===== src/dsp_route_pkg.sv =====
package dsp_route_pkg;

   localparam int SAMPLE_W    = 14;           // converter sample width
   localparam int SUM_W       = 18;           // tree node width, headroom for 16 leaves
   localparam int SEL_W       = 4;            // source number width

   localparam int N_SLOTS     = 8;            // processing slots
   localparam int N_DIRECT    = N_SLOTS + 2;  // slots plus two generators
   localparam int N_CONSUMERS = N_SLOTS + 4;  // slots, two scopes, two pwm
   localparam int N_SOURCES   = 2**SEL_W;     // numbered sources incl. zero codes
   localparam int N_LEAVES    = 16;           // adder tree leaves, 10 and up are zero
   localparam int SUM_LATENCY = 5;            // direct input to dac output, in edges

   typedef logic signed [SAMPLE_W-1:0] sample_t;
   typedef logic        [SEL_W-1:0]    src_sel_t;
   typedef logic        [1:0]          out_mask_t;  // bit 0 dac1, bit 1 dac2
   typedef logic signed [SUM_W-1:0]    dac_sum_t;

   // source numbering, slots take 0..7
   localparam src_sel_t SRC_ASG1  = 4'd8;
   localparam src_sel_t SRC_ASG2  = 4'd9;
   localparam src_sel_t SRC_ADC1  = 4'd10;
   localparam src_sel_t SRC_ADC2  = 4'd11;
   localparam src_sel_t SRC_DAC1  = 4'd12;
   localparam src_sel_t SRC_DAC2  = 4'd13;
   localparam src_sel_t SRC_SPARE = 4'd14;    // no second quadrature, reads zero
   localparam src_sel_t SRC_NONE  = 4'd15;    // switches a consumer off

   // consumer numbering, slots take 0..7
   localparam int CON_SCOPE1 = 8;
   localparam int CON_SCOPE2 = 9;
   localparam int CON_PWM0   = 10;
   localparam int CON_PWM1   = 11;

   localparam int MASK_DAC1 = 0;              // mask bit per dac
   localparam int MASK_DAC2 = 1;

   // full-scale limits, clamp targets of the summers
   localparam sample_t  SAMPLE_MAX = {1'b0, {(SAMPLE_W-1){1'b1}}};
   localparam sample_t  SAMPLE_MIN = {1'b1, {(SAMPLE_W-1){1'b0}}};
   localparam dac_sum_t SUM_MAX    = dac_sum_t'(SAMPLE_MAX);
   localparam dac_sum_t SUM_MIN    = dac_sum_t'(SAMPLE_MIN);

   // selection after reset: pwm off, scope 2 on adc2, the rest on adc1
   localparam src_sel_t [N_CONSUMERS-1:0] INPUT_SEL_RESET =
      {SRC_NONE, SRC_NONE, SRC_ADC2, SRC_ADC1, {N_SLOTS{SRC_ADC1}}};

endpackage


===== src/dsp_bus_pkg.sv =====
package dsp_bus_pkg;

   typedef logic [31:0] bus_addr_t;
   typedef logic [31:0] bus_data_t;

   localparam int OFS_W   = 16;   // register offset, low address bits
   localparam int TGT_LSB = 16;   // target number starts here
   localparam int TGT_W   = 4;

   typedef logic [OFS_W-1:0] reg_ofs_t;
   typedef logic [TGT_W-1:0] target_t;

   typedef struct packed {
      bus_addr_t addr;
      bus_data_t wdata;
      logic      wen;    // one-cycle write strobe
      logic      ren;    // one-cycle read strobe
   } bus_req_t;

   typedef struct packed {
      bus_data_t rdata;  // valid together with ack
      logic      ack;
      logic      err;
   } bus_rsp_t;

   // register map of the hub
   localparam reg_ofs_t OFS_INPUT_SEL  = 16'h0000;
   localparam reg_ofs_t OFS_OUTPUT_SEL = 16'h0004;
   localparam reg_ofs_t OFS_SAT        = 16'h0008;
   localparam reg_ofs_t OFS_SYNC       = 16'h000C;
   localparam reg_ofs_t OFS_SIGNAL     = 16'h0010;

   function automatic reg_ofs_t reg_ofs(bus_addr_t addr);
      return addr[OFS_W-1:0];
   endfunction

   function automatic target_t reg_target(bus_addr_t addr);
      return addr[TGT_LSB +: TGT_W];
   endfunction

endpackage


===== src/dsp_route_regs.sv =====
`timescale 1ns/1ps

module dsp_route_regs (
   input  logic                                                    clk_i,
   input  logic                                                    rstn_i,
   input  dsp_bus_pkg::bus_req_t                                   sys_req_i,
   output dsp_bus_pkg::bus_rsp_t                                   sys_rsp_o,
   input  dsp_route_pkg::sample_t   [dsp_route_pkg::N_SOURCES-1:0]   sources_i,
   input  logic                     [1:0]                            saturated_i,
   output dsp_route_pkg::src_sel_t  [dsp_route_pkg::N_CONSUMERS-1:0] input_sel_o,
   output dsp_route_pkg::out_mask_t [dsp_route_pkg::N_DIRECT-1:0]    output_sel_o,
   output logic                     [dsp_route_pkg::N_SLOTS-1:0]     sync_o
);

   import dsp_route_pkg::*;
   import dsp_bus_pkg::*;

   src_sel_t  [N_CONSUMERS-1:0] input_sel_q;
   out_mask_t [N_DIRECT-1:0]    output_sel_q;
   logic      [N_SLOTS-1:0]     sync_q;
   reg_ofs_t                    ofs;
   target_t                     tgt;
   logic                        tgt_is_consumer;
   logic                        tgt_is_direct;
   bus_data_t                   rdata_d;
   bus_data_t                   rdata_q;
   logic                        ack_q;

   // address split, offset low, target in bits 19:16
   assign ofs             = reg_ofs(sys_req_i.addr);
   assign tgt             = reg_target(sys_req_i.addr);
   assign tgt_is_consumer = int'(tgt) < N_CONSUMERS;
   assign tgt_is_direct   = int'(tgt) < N_DIRECT;

   // config registers, a write lands on the edge that sees the strobe
   always_ff @(posedge clk_i) begin
      if (!rstn_i) begin
         input_sel_q  <= INPUT_SEL_RESET;   // whole bank in one go
         output_sel_q <= '0;                // no direct output on any dac
         sync_q       <= '1;                // all slots running
      end else if (sys_req_i.wen) begin
         case (ofs)
            OFS_INPUT_SEL: begin
               if (tgt_is_consumer) begin
                  input_sel_q[tgt] <= sys_req_i.wdata[SEL_W-1:0];
               end
            end
            OFS_OUTPUT_SEL: begin
               if (tgt_is_direct) begin
                  output_sel_q[tgt] <= sys_req_i.wdata[$bits(out_mask_t)-1:0];
               end
            end
            OFS_SYNC: sync_q <= sys_req_i.wdata[N_SLOTS-1:0];
            default: ;                      // read-only or unmapped, dropped
         endcase
      end
   end

   // read mux
   always_comb begin
      rdata_d = '0;                         // unknown offsets read zero
      case (ofs)
         OFS_INPUT_SEL: begin
            if (tgt_is_consumer) begin
               rdata_d = bus_data_t'(input_sel_q[tgt]);
            end
         end
         OFS_OUTPUT_SEL: begin
            if (tgt_is_direct) begin
               rdata_d = bus_data_t'(output_sel_q[tgt]);
            end
         end
         OFS_SAT:    rdata_d = bus_data_t'(saturated_i);   // bit 1 dac2, bit 0 dac1
         OFS_SYNC:   rdata_d = bus_data_t'(sync_q);
         OFS_SIGNAL: rdata_d = bus_data_t'(unsigned'(sources_i[tgt]));  // zero-extended
         default: ;
      endcase
   end

   always_ff @(posedge clk_i) begin
      if (sys_req_i.ren) begin
         rdata_q <= rdata_d;                // valid in the ack cycle
      end
   end

   // every strobe gets its ack one edge later, no wait states
   always_ff @(posedge clk_i) begin
      if (!rstn_i) begin
         ack_q <= 1'b0;
      end else begin
         ack_q <= sys_req_i.wen | sys_req_i.ren;
      end
   end

   assign sys_rsp_o    = '{rdata: rdata_q, ack: ack_q, err: 1'b0};
   assign input_sel_o  = input_sel_q;
   assign output_sel_o = output_sel_q;
   assign sync_o       = sync_q;

   // an ack never shows up without a strobe on the edge before
   a_ack_follows_strobe : assert property (@(posedge clk_i) disable iff (!rstn_i)
      sys_rsp_o.ack |-> $past(sys_req_i.wen || sys_req_i.ren))
      else $error("route regs: acknowledge without a preceding strobe");

endmodule


===== config.mk =====
export PLATFORM = sky130hd
export DESIGN_NAME = dsp_route_regs
export DESIGN_NICKNAME = d
export VERILOG_FILES = /design/src/dsp_route_pkg.sv /design/src/dsp_bus_pkg.sv /design/src/dsp_route_regs.sv
export SDC_FILE = /design/constraint.sdc
export NUM_CORES = 1
export LEC_CHECK = 0
export BUFFER_PORTS_ARGS = -buffer_cell sky130_fd_sc_hd__buf_2
export CAP_MARGIN = 25
export CORE_AREA = 3 3 155 157
export DETAILED_ROUTE_END_ITERATION = 10
export DIE_AREA = 0 0 158 160
export GPL_TIMING_DRIVEN = 0
export HOLD_SLACK_MARGIN = 0.05
export PLACE_DENSITY = 0.61
export SLEW_MARGIN = 20
export SYNTH_ARGS = -nofsm -noshare
export SYNTH_HDL_FRONTEND = slang
export SYNTH_SLANG_ARGS = --single-unit

===== constraint.sdc =====
create_clock -name clk_i -period 1.95 [get_ports clk_i]
set_input_delay 0.195 -clock clk_i [delete_from_list [all_inputs] [get_ports clk_i]]
set_output_delay 0.195 -clock clk_i [all_outputs]
set_load 0.02 [all_outputs]

==> metrics.txt <==
synthesized area per cell 11.2 µm²; Reg area 1960 µm²; area post-placement 8310 µm²; most frequent CP cell mux4_2; Data required, critical path 2.03 ns; WL met2 15.0 mm; fin cells 1,222; initial antenna violation count 6; final instance area 8870 µm²; fin crit share 101%; Mapped Area 6160 µm²; Die Y 160 µm; synth unique cells 48; Worst-path clk slew 0.07 ns; clock skew 0.00520 ns; setup TNS -0.0125 ns; H-tree depth 3; Cell Chain, Critical Path buf_2, buf_8, mux4_2, mux4_2, nor2b_1, or4_1; post-detail-place hpwl 23.9 mm; share of post-route cells with drive strength above 1 54.9%; Tmin final 1.96 ns; Post-synth top flop dfxtp_1; final hold slack 0.0563 ns; crit-path max FO 10; Place WS -1.09 ns; share of the synthesized area in the top cell type 26.3%; Ports 404; wire length on met1 11.9 mm; CP startpoint kind primary input; actual slew at the worst max-slew pin 0.859 ns; first-pass GRT wire length 41.5 mm; HP Class in -> reg; most common cell in the netlist mux2i_1; Root Buffer clkbuf_16; fin. max-slew vios 0; number of synthesized flops with an enable pin 14; metal3 WL 2.44 mm; status finished, violations left; drc violations 0; clock buffer depth 2; slew margin rel. 42.6%; largest net degree at the start of global routing 17; CTS Buf Count 9; register area share after synthesis 31.9%; die area 25,300 µm²; IO buf count 341; total number of vias 6,357; area grow syn2layout 44.1%; Horiz. Die Dim 158 µm; register bit count reported by yosys 91; DRT Wirelength 30.0 mm; standard-cell rows 55; setup slack, reg-to-reg 0.02 ns; Power, Total 4.87 mW; Setup-failing EPs final 1; wire per inst 24.6 µm; CTS tree yes; endpoint class of the critical path register; crit-path max cell delay 0.52 ns; Pleak 3.84 nW; dpl cells 1,195; top sig layer met5; core area 22,600 µm²; RePlAce Congestion 0.989; failing checks setup timing; ANT nets after route 0; fin worst setup slack -0.0125 ns; Max-Cap Viols 0; top cells by count, synth mux2i_1, dfxtp_1, nand2_1; final hold violations 0; asr flop ratio synth 0%; gr ovfl total 0; Final nets 1,222; Max Clk Rate 510 MHz; vias per inst 5.20; DRT iter0 DRCs 446; # clock sinks 91; Syn Inst Count 550; Area contributors post-synth mux4_2, dfxtp_1, mux2i_1; Yosys warnings 0; RSZ-0062 raised after global routing true; area leader, netlist mux4_2; number of global-route vias before repair 6,423; Worst Setup Path Type in -> reg; Slowest cell on crit path mux4_2; initial core utilization 27.2%; maximum VDD drop 0.000426 V; CP arrival 2.04 ns; footprint of the multi-input gates 3990 µm²; DRT Pass-1 Iters 4; Fill cells 2,252; Clk Latency, worst-skew pair 0.35 ns; GRT Overall Usage 22.5%; Cell Pwr Density 549 nW/µm²; fin util 39.2%
worst paths after layout:
kind / startpoint / end / cells past startpoint
max: sys_req_i[53] / rdata_q[0]$_SDFFCE_PN0P_ / 6
min: sys_req_i[7] / sync_o[5]$_SDFFE_PN1P_ / 3
max reg2reg: output_sel_o[4]$_SDFFE_PN0P_ / rdata_q[0]$_SDFFCE_PN0P_ / 4
min reg2reg: output_sel_o[14]$_SDFFE_PN0P_ / output_sel_o[14]$_SDFFE_PN0P_ / 2
where the power goes:
group          internal, mW  switching, mW  leakage (nW)  total, mW
logic                 0.547          0.534          2.93       1.08
clock network          1.04          0.826         0.155       1.87
registers              1.91        0.00282         0.761       1.92
total                  3.51           1.36          3.84       4.87
layout by cell type, fill, tap and decap left out, types with 14 or more instances in the layout:
master | synthesis | routed
buf_2 | 17 | 345
conb_1 | 1 | 19
mux2i_1 | 84 | 83
clkbuf_1 | 26 | 22
nand3_1 | 16 | 16
nand2_1 | 73 | 73
dfxtp_1 | 77 | 77
buf_4 | 22 | 35
nor2b_1 | 31 | 30
mux4_2 | 72 | 74
edfxtp_1 | 14 | 14
registers in the layout, summed over array words and instances, names as in the netlist:
name,flops
input_sel_o,48
output_sel_o,20
rdata_q,14
sync_o,8
ack_q,1
what timing repair did:
item | CTS | global route
pin swaps | 4 | 2
resized for setup | 30 | 20
endpoints found under the setup margin | 80 | 42
setup buffers | 4 | 3
hold buffers | 0 | 0
cells by family (layout without fill, tap and decap cells):
logic type             Yosys count  count (layout)  share of synthesized area (%)
buffers and inverters           71             436                           6.14
other                            1              23                         0.0609
AND/OR/NAND/NOR                184             184                           16.1
AO/OA/AOI/OAI                   44              44                           4.88
multiplexers                   159             159                           41.0
flip-flops                      91              91                           31.9
cell type report:
cell class / instances / share of cell area [%]
diodes: 4 / 0.113
plain buffers: 70 / 5.27
flip-flops and latches: 91 / 22.1
clock buffers: 10 / 2.69
multi-input cells: 406 / 45.0
well taps: 285 / 4.02
clock inverters: 6 / 0.790
repair buffers: 349 / 20.0
inverters: 1 / 0.0423
critical path: cells and delay by family:
family	cells	cell delay [ns]
mux	2	0.85
simple gates	2	0.67
buf+inv	2	0.31
metal layers:
metal	global-route usage, %	up-vias
met5	0	-
met4	5.71	4
met3	5.45	42
met2	38.9	353
met1	28.0	3133
li1	-	2825
Power figures use the tool's default switching activity.
