==> src/dsp_route_pkg.sv <==
package dsp_route_pkg;

   localparam int SAMPLE_W    = 14;           // converter sample width
   localparam int SUM_W       = 18;           // tree node width, headroom for 16 leaves
   localparam int SEL_W       = 4;            // source number width

   localparam int N_SLOTS     = 8;            // processing slots
   localparam int N_DIRECT    = N_SLOTS + 2;  // slots plus two generators
   localparam int N_CONSUMERS = N_SLOTS + 4;  // slots, two scopes, two pwm
   localparam int N_SOURCES   = 2**SEL_W;     // numbered sources incl. zero codes
   localparam int N_LEAVES    = 16;           // adder tree leaves, 10 and up are zero
   localparam int SUM_LATENCY = 5;            // direct input to dac output, in edges

   typedef logic signed [SAMPLE_W-1:0] sample_t;
   typedef logic        [SEL_W-1:0]    src_sel_t;
   typedef logic        [1:0]          out_mask_t;  // bit 0 dac1, bit 1 dac2
   typedef logic signed [SUM_W-1:0]    dac_sum_t;

   // source numbering, slots take 0..7
   localparam src_sel_t SRC_ASG1  = 4'd8;
   localparam src_sel_t SRC_ASG2  = 4'd9;
   localparam src_sel_t SRC_ADC1  = 4'd10;
   localparam src_sel_t SRC_ADC2  = 4'd11;
   localparam src_sel_t SRC_DAC1  = 4'd12;
   localparam src_sel_t SRC_DAC2  = 4'd13;
   localparam src_sel_t SRC_SPARE = 4'd14;    // no second quadrature, reads zero
   localparam src_sel_t SRC_NONE  = 4'd15;    // switches a consumer off

   // consumer numbering, slots take 0..7
   localparam int CON_SCOPE1 = 8;
   localparam int CON_SCOPE2 = 9;
   localparam int CON_PWM0   = 10;
   localparam int CON_PWM1   = 11;

   localparam int MASK_DAC1 = 0;              // mask bit per dac
   localparam int MASK_DAC2 = 1;

   // full-scale limits, clamp targets of the summers
   localparam sample_t  SAMPLE_MAX = {1'b0, {(SAMPLE_W-1){1'b1}}};
   localparam sample_t  SAMPLE_MIN = {1'b1, {(SAMPLE_W-1){1'b0}}};
   localparam dac_sum_t SUM_MAX    = dac_sum_t'(SAMPLE_MAX);
   localparam dac_sum_t SUM_MIN    = dac_sum_t'(SAMPLE_MIN);

   // selection after reset: pwm off, scope 2 on adc2, the rest on adc1
   localparam src_sel_t [N_CONSUMERS-1:0] INPUT_SEL_RESET =
      {SRC_NONE, SRC_NONE, SRC_ADC2, SRC_ADC1, {N_SLOTS{SRC_ADC1}}};

endpackage

==> src/dsp_dac_sum.sv <==
`timescale 1ns/1ps

module dsp_dac_sum (
   input  logic                                                clk_i,
   input  logic                                                rstn_i,
   input  dsp_route_pkg::sample_t [dsp_route_pkg::N_DIRECT-1:0] direct_i,
   input  logic                   [dsp_route_pkg::N_DIRECT-1:0] enable_i,
   output dsp_route_pkg::sample_t                              dac_o,
   output logic                                                saturated_o
);

   import dsp_route_pkg::*;

   dac_sum_t [N_LEAVES-1:0]   leaf;     // masked, sign-extended inputs
   dac_sum_t [N_LEAVES/2-1:0] pair_q;   // first stage with sums of pairs
   dac_sum_t [N_LEAVES/4-1:0] lvl1_q;
   dac_sum_t [N_LEAVES/8-1:0] lvl2_q;
   dac_sum_t                  lvl3_q;   // tree root
   dac_sum_t                  sum_q;    // output register ahead of the clamp

   // leaves without a direct source stay zero
   always_comb begin
      leaf = '0;
      for (int k = 0; k < N_DIRECT; k++) begin
         if (enable_i[k]) begin
            leaf[k] = {{(SUM_W-SAMPLE_W){direct_i[k][SAMPLE_W-1]}}, direct_i[k]};
         end
      end
   end

   // five edges from input to sum_q over pairs, three levels and output
   always_ff @(posedge clk_i) begin
      if (!rstn_i) begin
         pair_q <= '0;
         lvl1_q <= '0;
         lvl2_q <= '0;
         lvl3_q <= '0;
         sum_q  <= '0;   // dac sits at zero after reset
      end else begin
         for (int i = 0; i < N_LEAVES/2; i++) begin
            pair_q[i] <= leaf[2*i] + leaf[2*i+1];
         end
         for (int i = 0; i < N_LEAVES/4; i++) begin
            lvl1_q[i] <= pair_q[2*i] + pair_q[2*i+1];
         end
         for (int i = 0; i < N_LEAVES/8; i++) begin
            lvl2_q[i] <= lvl1_q[2*i] + lvl1_q[2*i+1];
         end
         lvl3_q <= lvl2_q[0] + lvl2_q[1];
         sum_q  <= lvl3_q;                  // extra register for slack
      end
   end

   // clamp to 14 bits and flag while clamping
   always_comb begin
      if (sum_q > SUM_MAX) begin
         dac_o       = SAMPLE_MAX;
         saturated_o = 1'b1;
      end else if (sum_q < SUM_MIN) begin
         dac_o       = SAMPLE_MIN;
         saturated_o = 1'b1;
      end else begin
         dac_o       = sum_q[SAMPLE_W-1:0];  // plain truncation when in range
         saturated_o = 1'b0;
      end
   end

   // flag comes with the full-scale value on the side of the root sign
   a_sat_full_scale : assert property (@(posedge clk_i) disable iff (!rstn_i)
      saturated_o |-> (dac_o == (sum_q[SUM_W-1] ? SAMPLE_MIN : SAMPLE_MAX)))
      else $error("dac sum: saturation flag without matching full-scale output");

   // reset zeroes the whole pipe so nothing reaches the dac before it refills
   a_reset_flush : assert property (@(posedge clk_i)
      $rose(rstn_i) |-> (dac_o == '0) [*SUM_LATENCY])
      else $error("dac sum: output not zero right after reset");

endmodule

==> config.mk <==
export PLATFORM = sky130hd
export DESIGN_NAME = dsp_dac_sum
export DESIGN_NICKNAME = d
export VERILOG_FILES = /design/src/dsp_route_pkg.sv /design/src/dsp_dac_sum.sv
export SDC_FILE = /design/constraint.sdc
export NUM_CORES = 1
export LEC_CHECK = 0
export ABC_AREA = 1
export BUFFER_PORTS_ARGS = -buffer_cell sky130_fd_sc_hd__buf_4
export CAP_MARGIN = 10
export CELL_PAD_IN_SITES_DETAIL_PLACEMENT = 0
export CELL_PAD_IN_SITES_GLOBAL_PLACEMENT = 1
export CORE_UTILIZATION = 40
export DETAILED_ROUTE_END_ITERATION = 8
export PLACE_DENSITY = 0.9
export SYNTH_ARGS = -nofsm -noshare
export SYNTH_HDL_FRONTEND = slang
export SYNTH_SLANG_ARGS = --single-unit
==> constraint.sdc <==
create_clock -name clk_i -period 4.98 [get_ports clk_i]
set_input_delay 0.996 -clock clk_i [delete_from_list [all_inputs] [get_ports clk_i]]
set_output_delay 0.996 -clock clk_i [all_outputs]
set_load 0.005 [all_outputs]
==> results of run 1 <==
[cells in the final DEF, fill, tap and decap left out, types with 15 or more instances in the layout]
| master | count |
|---|---|
| clkbuf_16 | 23 |
| dfxtp_1 | 216 |
| nand3_1 | 86 |
| buf_4 | 169 |
| nand2_1 | 752 |
| inv_1 | 426 |
| nand2_2 | 15 |
| a21oi_1 | 194 |
| o21ai_0 | 83 |
| nor3_1 | 20 |
| ha_1 | 138 |
| nor2_1 | 232 |
[metal layers]
metal	wire (um)	GRT usage (%)	up-vias
met2	14900	31.3	255
met5	0	0	-
li1	-	-	7403
met3	1340	2.06	39
met4	508	3.79	0
met1	16800	25.3	5768
[power by group]
group / internal, uW / switching [uW]
registers: 1900 / 76.0
clock network: 1120 / 691
logic: 448 / 685
[final timing paths]
kind	start	to	depth (start not counted)
worst min-delay path	lvl3_q[9]$_SDFF_PN0_	sum_q[9]$_SDFF_PN0_	2
worst max register to register	pair_q[18]$_SDFF_PN0_	lvl1_q[16]$_SDFF_PN0_	11
worst min register to register	lvl3_q[9]$_SDFF_PN0_	sum_q[9]$_SDFF_PN0_	2
worst max-delay path	sum_q[16]$_SDFF_PN0_	dac_o[9]	3
[kinds of logic after synthesis]
| kind of cell | Yosys count | synth area share (%) |
|---|---|---|
| xor+xnor | 6 | 0.365 |
| compound gates | 327 | 12.5 |
| simple gates | 1128 | 31.2 |
| flops | 216 | 30.1 |
| fa+ha+maj | 147 | 13.3 |
| buf+inv | 476 | 12.6 |
[registers in the layout, summed over array words and instances, names as in the netlist]
name	count
pair_q	90
lvl1_q	54
lvl2_q	36
lvl3_q	18
sum_q	18
[through the flow]
step / total power, uW / hold slack [ps] / instance area [um2] / utilization, % / setup WS (ps)
after floorplan: 2760 / 390 / 14400 / - / 2480
after global placement: 3130 / 392 / 16000 / 45.2 / 2180
after detailed placement: 3140 / 396 / 16000 / 45.2 / 2090
after CTS: 4970 / 411 / 16900 / 47.5 / 2090
after global routing: 5220 / 431 / 16900 / 47.5 / 1940
final: 4910 / 408 / 16900 / 47.5 / 2150
[layout make-up]
cell class | count | share of cell area (%)
repair buffers | 169 | 7.52
multi-input cells | 1608 | 48.9
flip-flops and latches | 216 | 25.6
inverters | 434 | 9.66
well taps | 461 | 3.42
clock inverters | 8 | 0.809
clock buffers | 34 | 4.07
[worst min-delay path: cells and delay by family (launching register included)]
kind                   cells  cell delay, ps
DFF                        1             310
buffers and inverters      1              40
and+or+nand+nor            1              50
==> impl_metrics.env, run 1 <==
export IMPL_drive_gt1_share_pct=10.2
export IMPL_worstSetupStartpointType="flip-flop"
export IMPL_fin_cells=2930
export IMPL_port_buffer_count=166
export IMPL_syn_num_nets=2599
export IMPL_yosysMostFrequentCell="nand2_1"
export IMPL_root_buffer="clkbuf_16"
export IMPL_cp_end_kind="output pin"
export IMPL_multi_input_area_um2=8250
export IMPL_fp_dieH_um=192
export IMPL_post_route_drc_count=0
export IMPL_required_ps=3980
export IMPL_firstDrtPassIters=5
export IMPL_die_w_um=192
export IMPL_drt_iter0_drc=673
export IMPL_critical_path_class="reg2out"
export IMPL_synth_top_cell_area_share_pct=30.1
export IMPL_cts_setup_buffers=0
export IMPL_coreArea_um2=35500
export IMPL_syn_area_um2=14400
export IMPL_worstPathArrival_ps=1830
export IMPL_dieArea_um2=36700
export IMPL_placed_cells_incl_taps=2888
export IMPL_async_flop_share_pct=0
export IMPL_cts_clk_slew_worst_paths_ps=60
export IMPL_final_nets=2751
export IMPL_cap_violations=0
export IMPL_cts_buffer_depth=3
export IMPL_grt_pass1_vias=12529
export IMPL_antennaDiodeCount=0
export IMPL_hpwl_um=27100
export IMPL_status="finished, final reports clean"
export IMPL_finClkSkew_ps=14.6
export IMPL_max_vdd_ir_drop_mv=0.249
export IMPL_synth_seq_cells=216
export IMPL_ctsResizeCount=0
export IMPL_ios=167
export IMPL_min_path_type="reg2reg"
export IMPL_ctsHoldBuffers=0
export IMPL_initial_core_util_pct=40.6
export IMPL_grt_overflow_total=0
export IMPL_vias_per_cell=4.60
export IMPL_synth_edff_count=0
export IMPL_seq_area_um2=4320
export IMPL_routed_wl_um=33600
export IMPL_numCtsBuffers=23
export IMPL_synthDistinctLibCells=36
export IMPL_synthToLayoutAreaGrowth_pct=17.2
export IMPL_grt_pass1_wl_um=57200
export IMPL_r2r_slack_ps=2940
export IMPL_wl_per_cell_um=11.5
export IMPL_powerDensity_nw_per_um2=291
export IMPL_grt_start_max_net_pins=96
export IMPL_cp_max_fo=14
export IMPL_synthFlopType="dfxtp_1"
export IMPL_avgSynthCellArea_um2=6.26
export IMPL_synthCells=2300
export IMPL_yosys_area_top_type="dfxtp_1"
export IMPL_maxSlewViolCount=0
export IMPL_vias=13465
export IMPL_gr_usage_all_layers_pct=18.5
export IMPL_synth_common_cells="752 x nand2_1, 426 x inv_1, 232 x nor2_1, 216 x dfxtp_1, 194 x a21oi_1"
export IMPL_num_rows=69
export IMPL_finalCriticalPeriod_ps=2830
export IMPL_clk_latency_ps=520
export IMPL_setup_viol=0
export IMPL_ys_warn_count=0
export IMPL_clkSinkCount=216
export IMPL_routabilityCongestion=0.900
export IMPL_period_share_pct=56.8
export IMPL_hold_viol=0
export IMPL_fillers=3664
export IMPL_yosysSeqAreaShare_pct=30.1
export IMPL_max_stage_delay_ps=690
export IMPL_synth_top_cells_by_area="dfxtp_1 30%, nand2_1 20%, ha_1 12%"
export IMPL_path_cells="o41ai_4, nand2_1, buf_4"
export IMPL_worstMarginPinSlew_ps=941
export IMPL_rsz0062_at_grt="false"
export IMPL_antenna_found_initial=0
export IMPL_ctsHtreeMaxLevel=1
export IMPL_slowest_stage="o41ai_4"
export IMPL_crit_buf_inv=1
export IMPL_cts_tree="built"
export IMPL_leakagePower_uw=0.0101
export IMPL_drtAntennaViolNets=0
export IMPL_slew_headroom_pct=37.2
export IMPL_fmax_mhz=353
export IMPL_setup_tns_ps=0
export IMPL_critPathTopFamily="compound AO/OA/AOI/OAI gates"
No activity file was read; power rests on OpenSTA's default activity.
==> run 2: changes to the inputs <==
Settings changed: CORE_UTILIZATION 40 to 38.
Clock period 4.98 ns to 2.4 ns, I/O delays scaled along.
==> run 2 against run 1 <==
Effect of this change:
- register-to-register slack lost 2600 ps
- combinational power grew 110%
- die area up 5.2%
==> impl_metrics.env, run 2 (synthesis results as in run 1) <==
export IMPL_vias=13495
export IMPL_gr_usage_all_layers_pct=18.0
export IMPL_max_stage_delay_ps=340
export IMPL_hold_start="rstn_i"
export IMPL_crit_top_cell="buf_4"
export IMPL_worstPathArrival_ps=1630
export IMPL_status="finished, final reports clean"
export IMPL_num_rows=70
export IMPL_leakagePower_uw=0.0101
export IMPL_dieArea_um2=38600
export IMPL_numCtsBuffers=23
export IMPL_critical_path_class="reg2out"
export IMPL_worst_slack_ps=295
export IMPL_clkSinkCount=216
export IMPL_maxSlewViolCount=0
export IMPL_final_nets=2754
export IMPL_rsz0062_at_grt="false"
export IMPL_stdcell_area_um2=16900
export IMPL_port_buffer_count=166
export IMPL_wl_per_cell_um=11.6
export IMPL_firstDrtPassIters=4
export IMPL_cp_max_fo=14
export IMPL_top_register="pair_q"
export IMPL_vias_per_cell=4.54
export IMPL_grt_overflow_total=0
export IMPL_cap_violations=0
export IMPL_setup_viol=0
export IMPL_post_route_drc_count=0
export IMPL_ctsHtreeMaxLevel=1
export IMPL_final_common_cell="nand2_1"
export IMPL_grt_pass1_wl_um=58700
export IMPL_min_path_type="in2reg"
export IMPL_fmax_mhz=475
export IMPL_period_share_pct=87.7
export IMPL_synthToLayoutAreaGrowth_pct=17.3
export IMPL_worstMarginPinSlew_ps=430
export IMPL_critPathTopFamily="buffers and inverters"
export IMPL_powerDensity_nw_per_um2=582
export IMPL_crit_buf_inv=2
export IMPL_finClkSkew_ps=10.1
export IMPL_cts_buffer_depth=3
export IMPL_max_vdd_ir_drop_mv=0.649
export IMPL_utilization_pct=45.7
export IMPL_antenna_found_initial=0
export IMPL_largest_registers="pair_q: 90 flops, lvl1_q: 54 flops, lvl2_q: 36 flops"
export IMPL_layout_common_cells="752 x nand2_1, 426 x inv_1, 232 x nor2_1, 216 x dfxtp_1, 194 x a21oi_1"
export IMPL_hpwl_um=28000
export IMPL_coreArea_um2=37000
export IMPL_dp_slack_ps=100
export IMPL_cts_clk_slew_worst_paths_ps=60
export IMPL_crit_path_start="sum_q[13]$_SDFF_PN0_"
export IMPL_finalCriticalPeriod_ps=2110
export IMPL_fillers=3839
export IMPL_worstSetupStartpointType="flip-flop"
export IMPL_cp_end_kind="output pin"
export IMPL_root_buffer="clkbuf_16"
export IMPL_initial_core_util_pct=38.9
export IMPL_drtAntennaViolNets=0
export IMPL_required_ps=1920
export IMPL_p_total_uw=9820
export IMPL_grt_start_max_net_pins=70
export IMPL_clk_latency_ps=520
export IMPL_slew_headroom_pct=71.0
export IMPL_largest_reg_flops=90
export IMPL_hold_viol=0
export IMPL_ios=167
export IMPL_die_w_um=197
export IMPL_antennaDiodeCount=0
export IMPL_setup_tns_ps=0
export IMPL_r2r_start="lvl2_q[18]$_SDFF_PN0_"
export IMPL_slowest_stage="o41ai_4"
export IMPL_grt_pass1_vias=12531
export IMPL_drt_iter0_drc=656
export IMPL_path_cells="o41ai_4, buf_4, nand2_1, buf_4"
export IMPL_placed_area_um2=16200
export IMPL_cts_tree="built"
export IMPL_fp_dieH_um=197
export IMPL_routed_wl_um=34400
export IMPL_drive_gt1_share_pct=10.3
export IMPL_routabilityCongestion=0.892
-- run 2: cell type report --
cell class | count | area, um2 | share of cell area, %
tap | 504 | 631 | 3.74
inverter | 434 | 1630 | 9.65
sequential | 216 | 4320 | 25.6
multi-input combinational | 1608 | 8250 | 48.8
clock buffer | 27 | 611 | 3.62
timing repair buffer | 172 | 1330 | 7.87
clock inverter | 12 | 113 | 0.667
-- run 2: worst paths after layout --
kind | slack, ps | depth (start not counted) | endpoint
max | 290 | 4 | saturated_o
max reg2reg | 370 | 12 | lvl3_q[16]$_SDFF_PN0_
min reg2reg | 410 | 2 | lvl1_q[43]$_SDFF_PN0_
min | 340 | 3 | pair_q[18]$_SDFF_PN0_
-- run 2: metal layers --
metal  up-vias  share of wire (%)  wire [um]  GRT usage, %
met1      5815                 50      17400          25.1
met4         0                1.5        532          3.88
met5         -                  0          0             0
li1       7417                  -          -             -
met3        34                3.3       1120          1.64
met2       229                 45      15400          30.2
-- run 2: stage by stage --
stage          cells  hold WS [ps]
2_1_floorplan   2300           390
3_5_place_dp    2933           395
4_1_cts         2972           319
3_3_place_gp    2933           392
6_report        2973           336
5_1_grt         2973           331
-- run 2: report_power, final --
group          leakage, uW  internal, uW  switching, uW
Combinational      0.00796           943           1430
Clock             0.000356          1940           1420
Sequential         0.00178          3940            156
-- run 2: timing repair --
action,4_1_cts,5_1_grt
hold buffers,0,0
gates resized for setup,0,0
setup endpoints to repair,0,11
buffers inserted,0,1
-- run 2: worst register-to-register path: cells and delay by family, from the launching register on --
kind | cells | cell delay (ps)
AO/OA/AOI/OAI | 1 | 160
adder cells (fa/ha/maj) | 2 | 640
flip-flops | 1 | 330
AND/OR/NAND/NOR | 7 | 630
buffers and inverters | 2 | 210
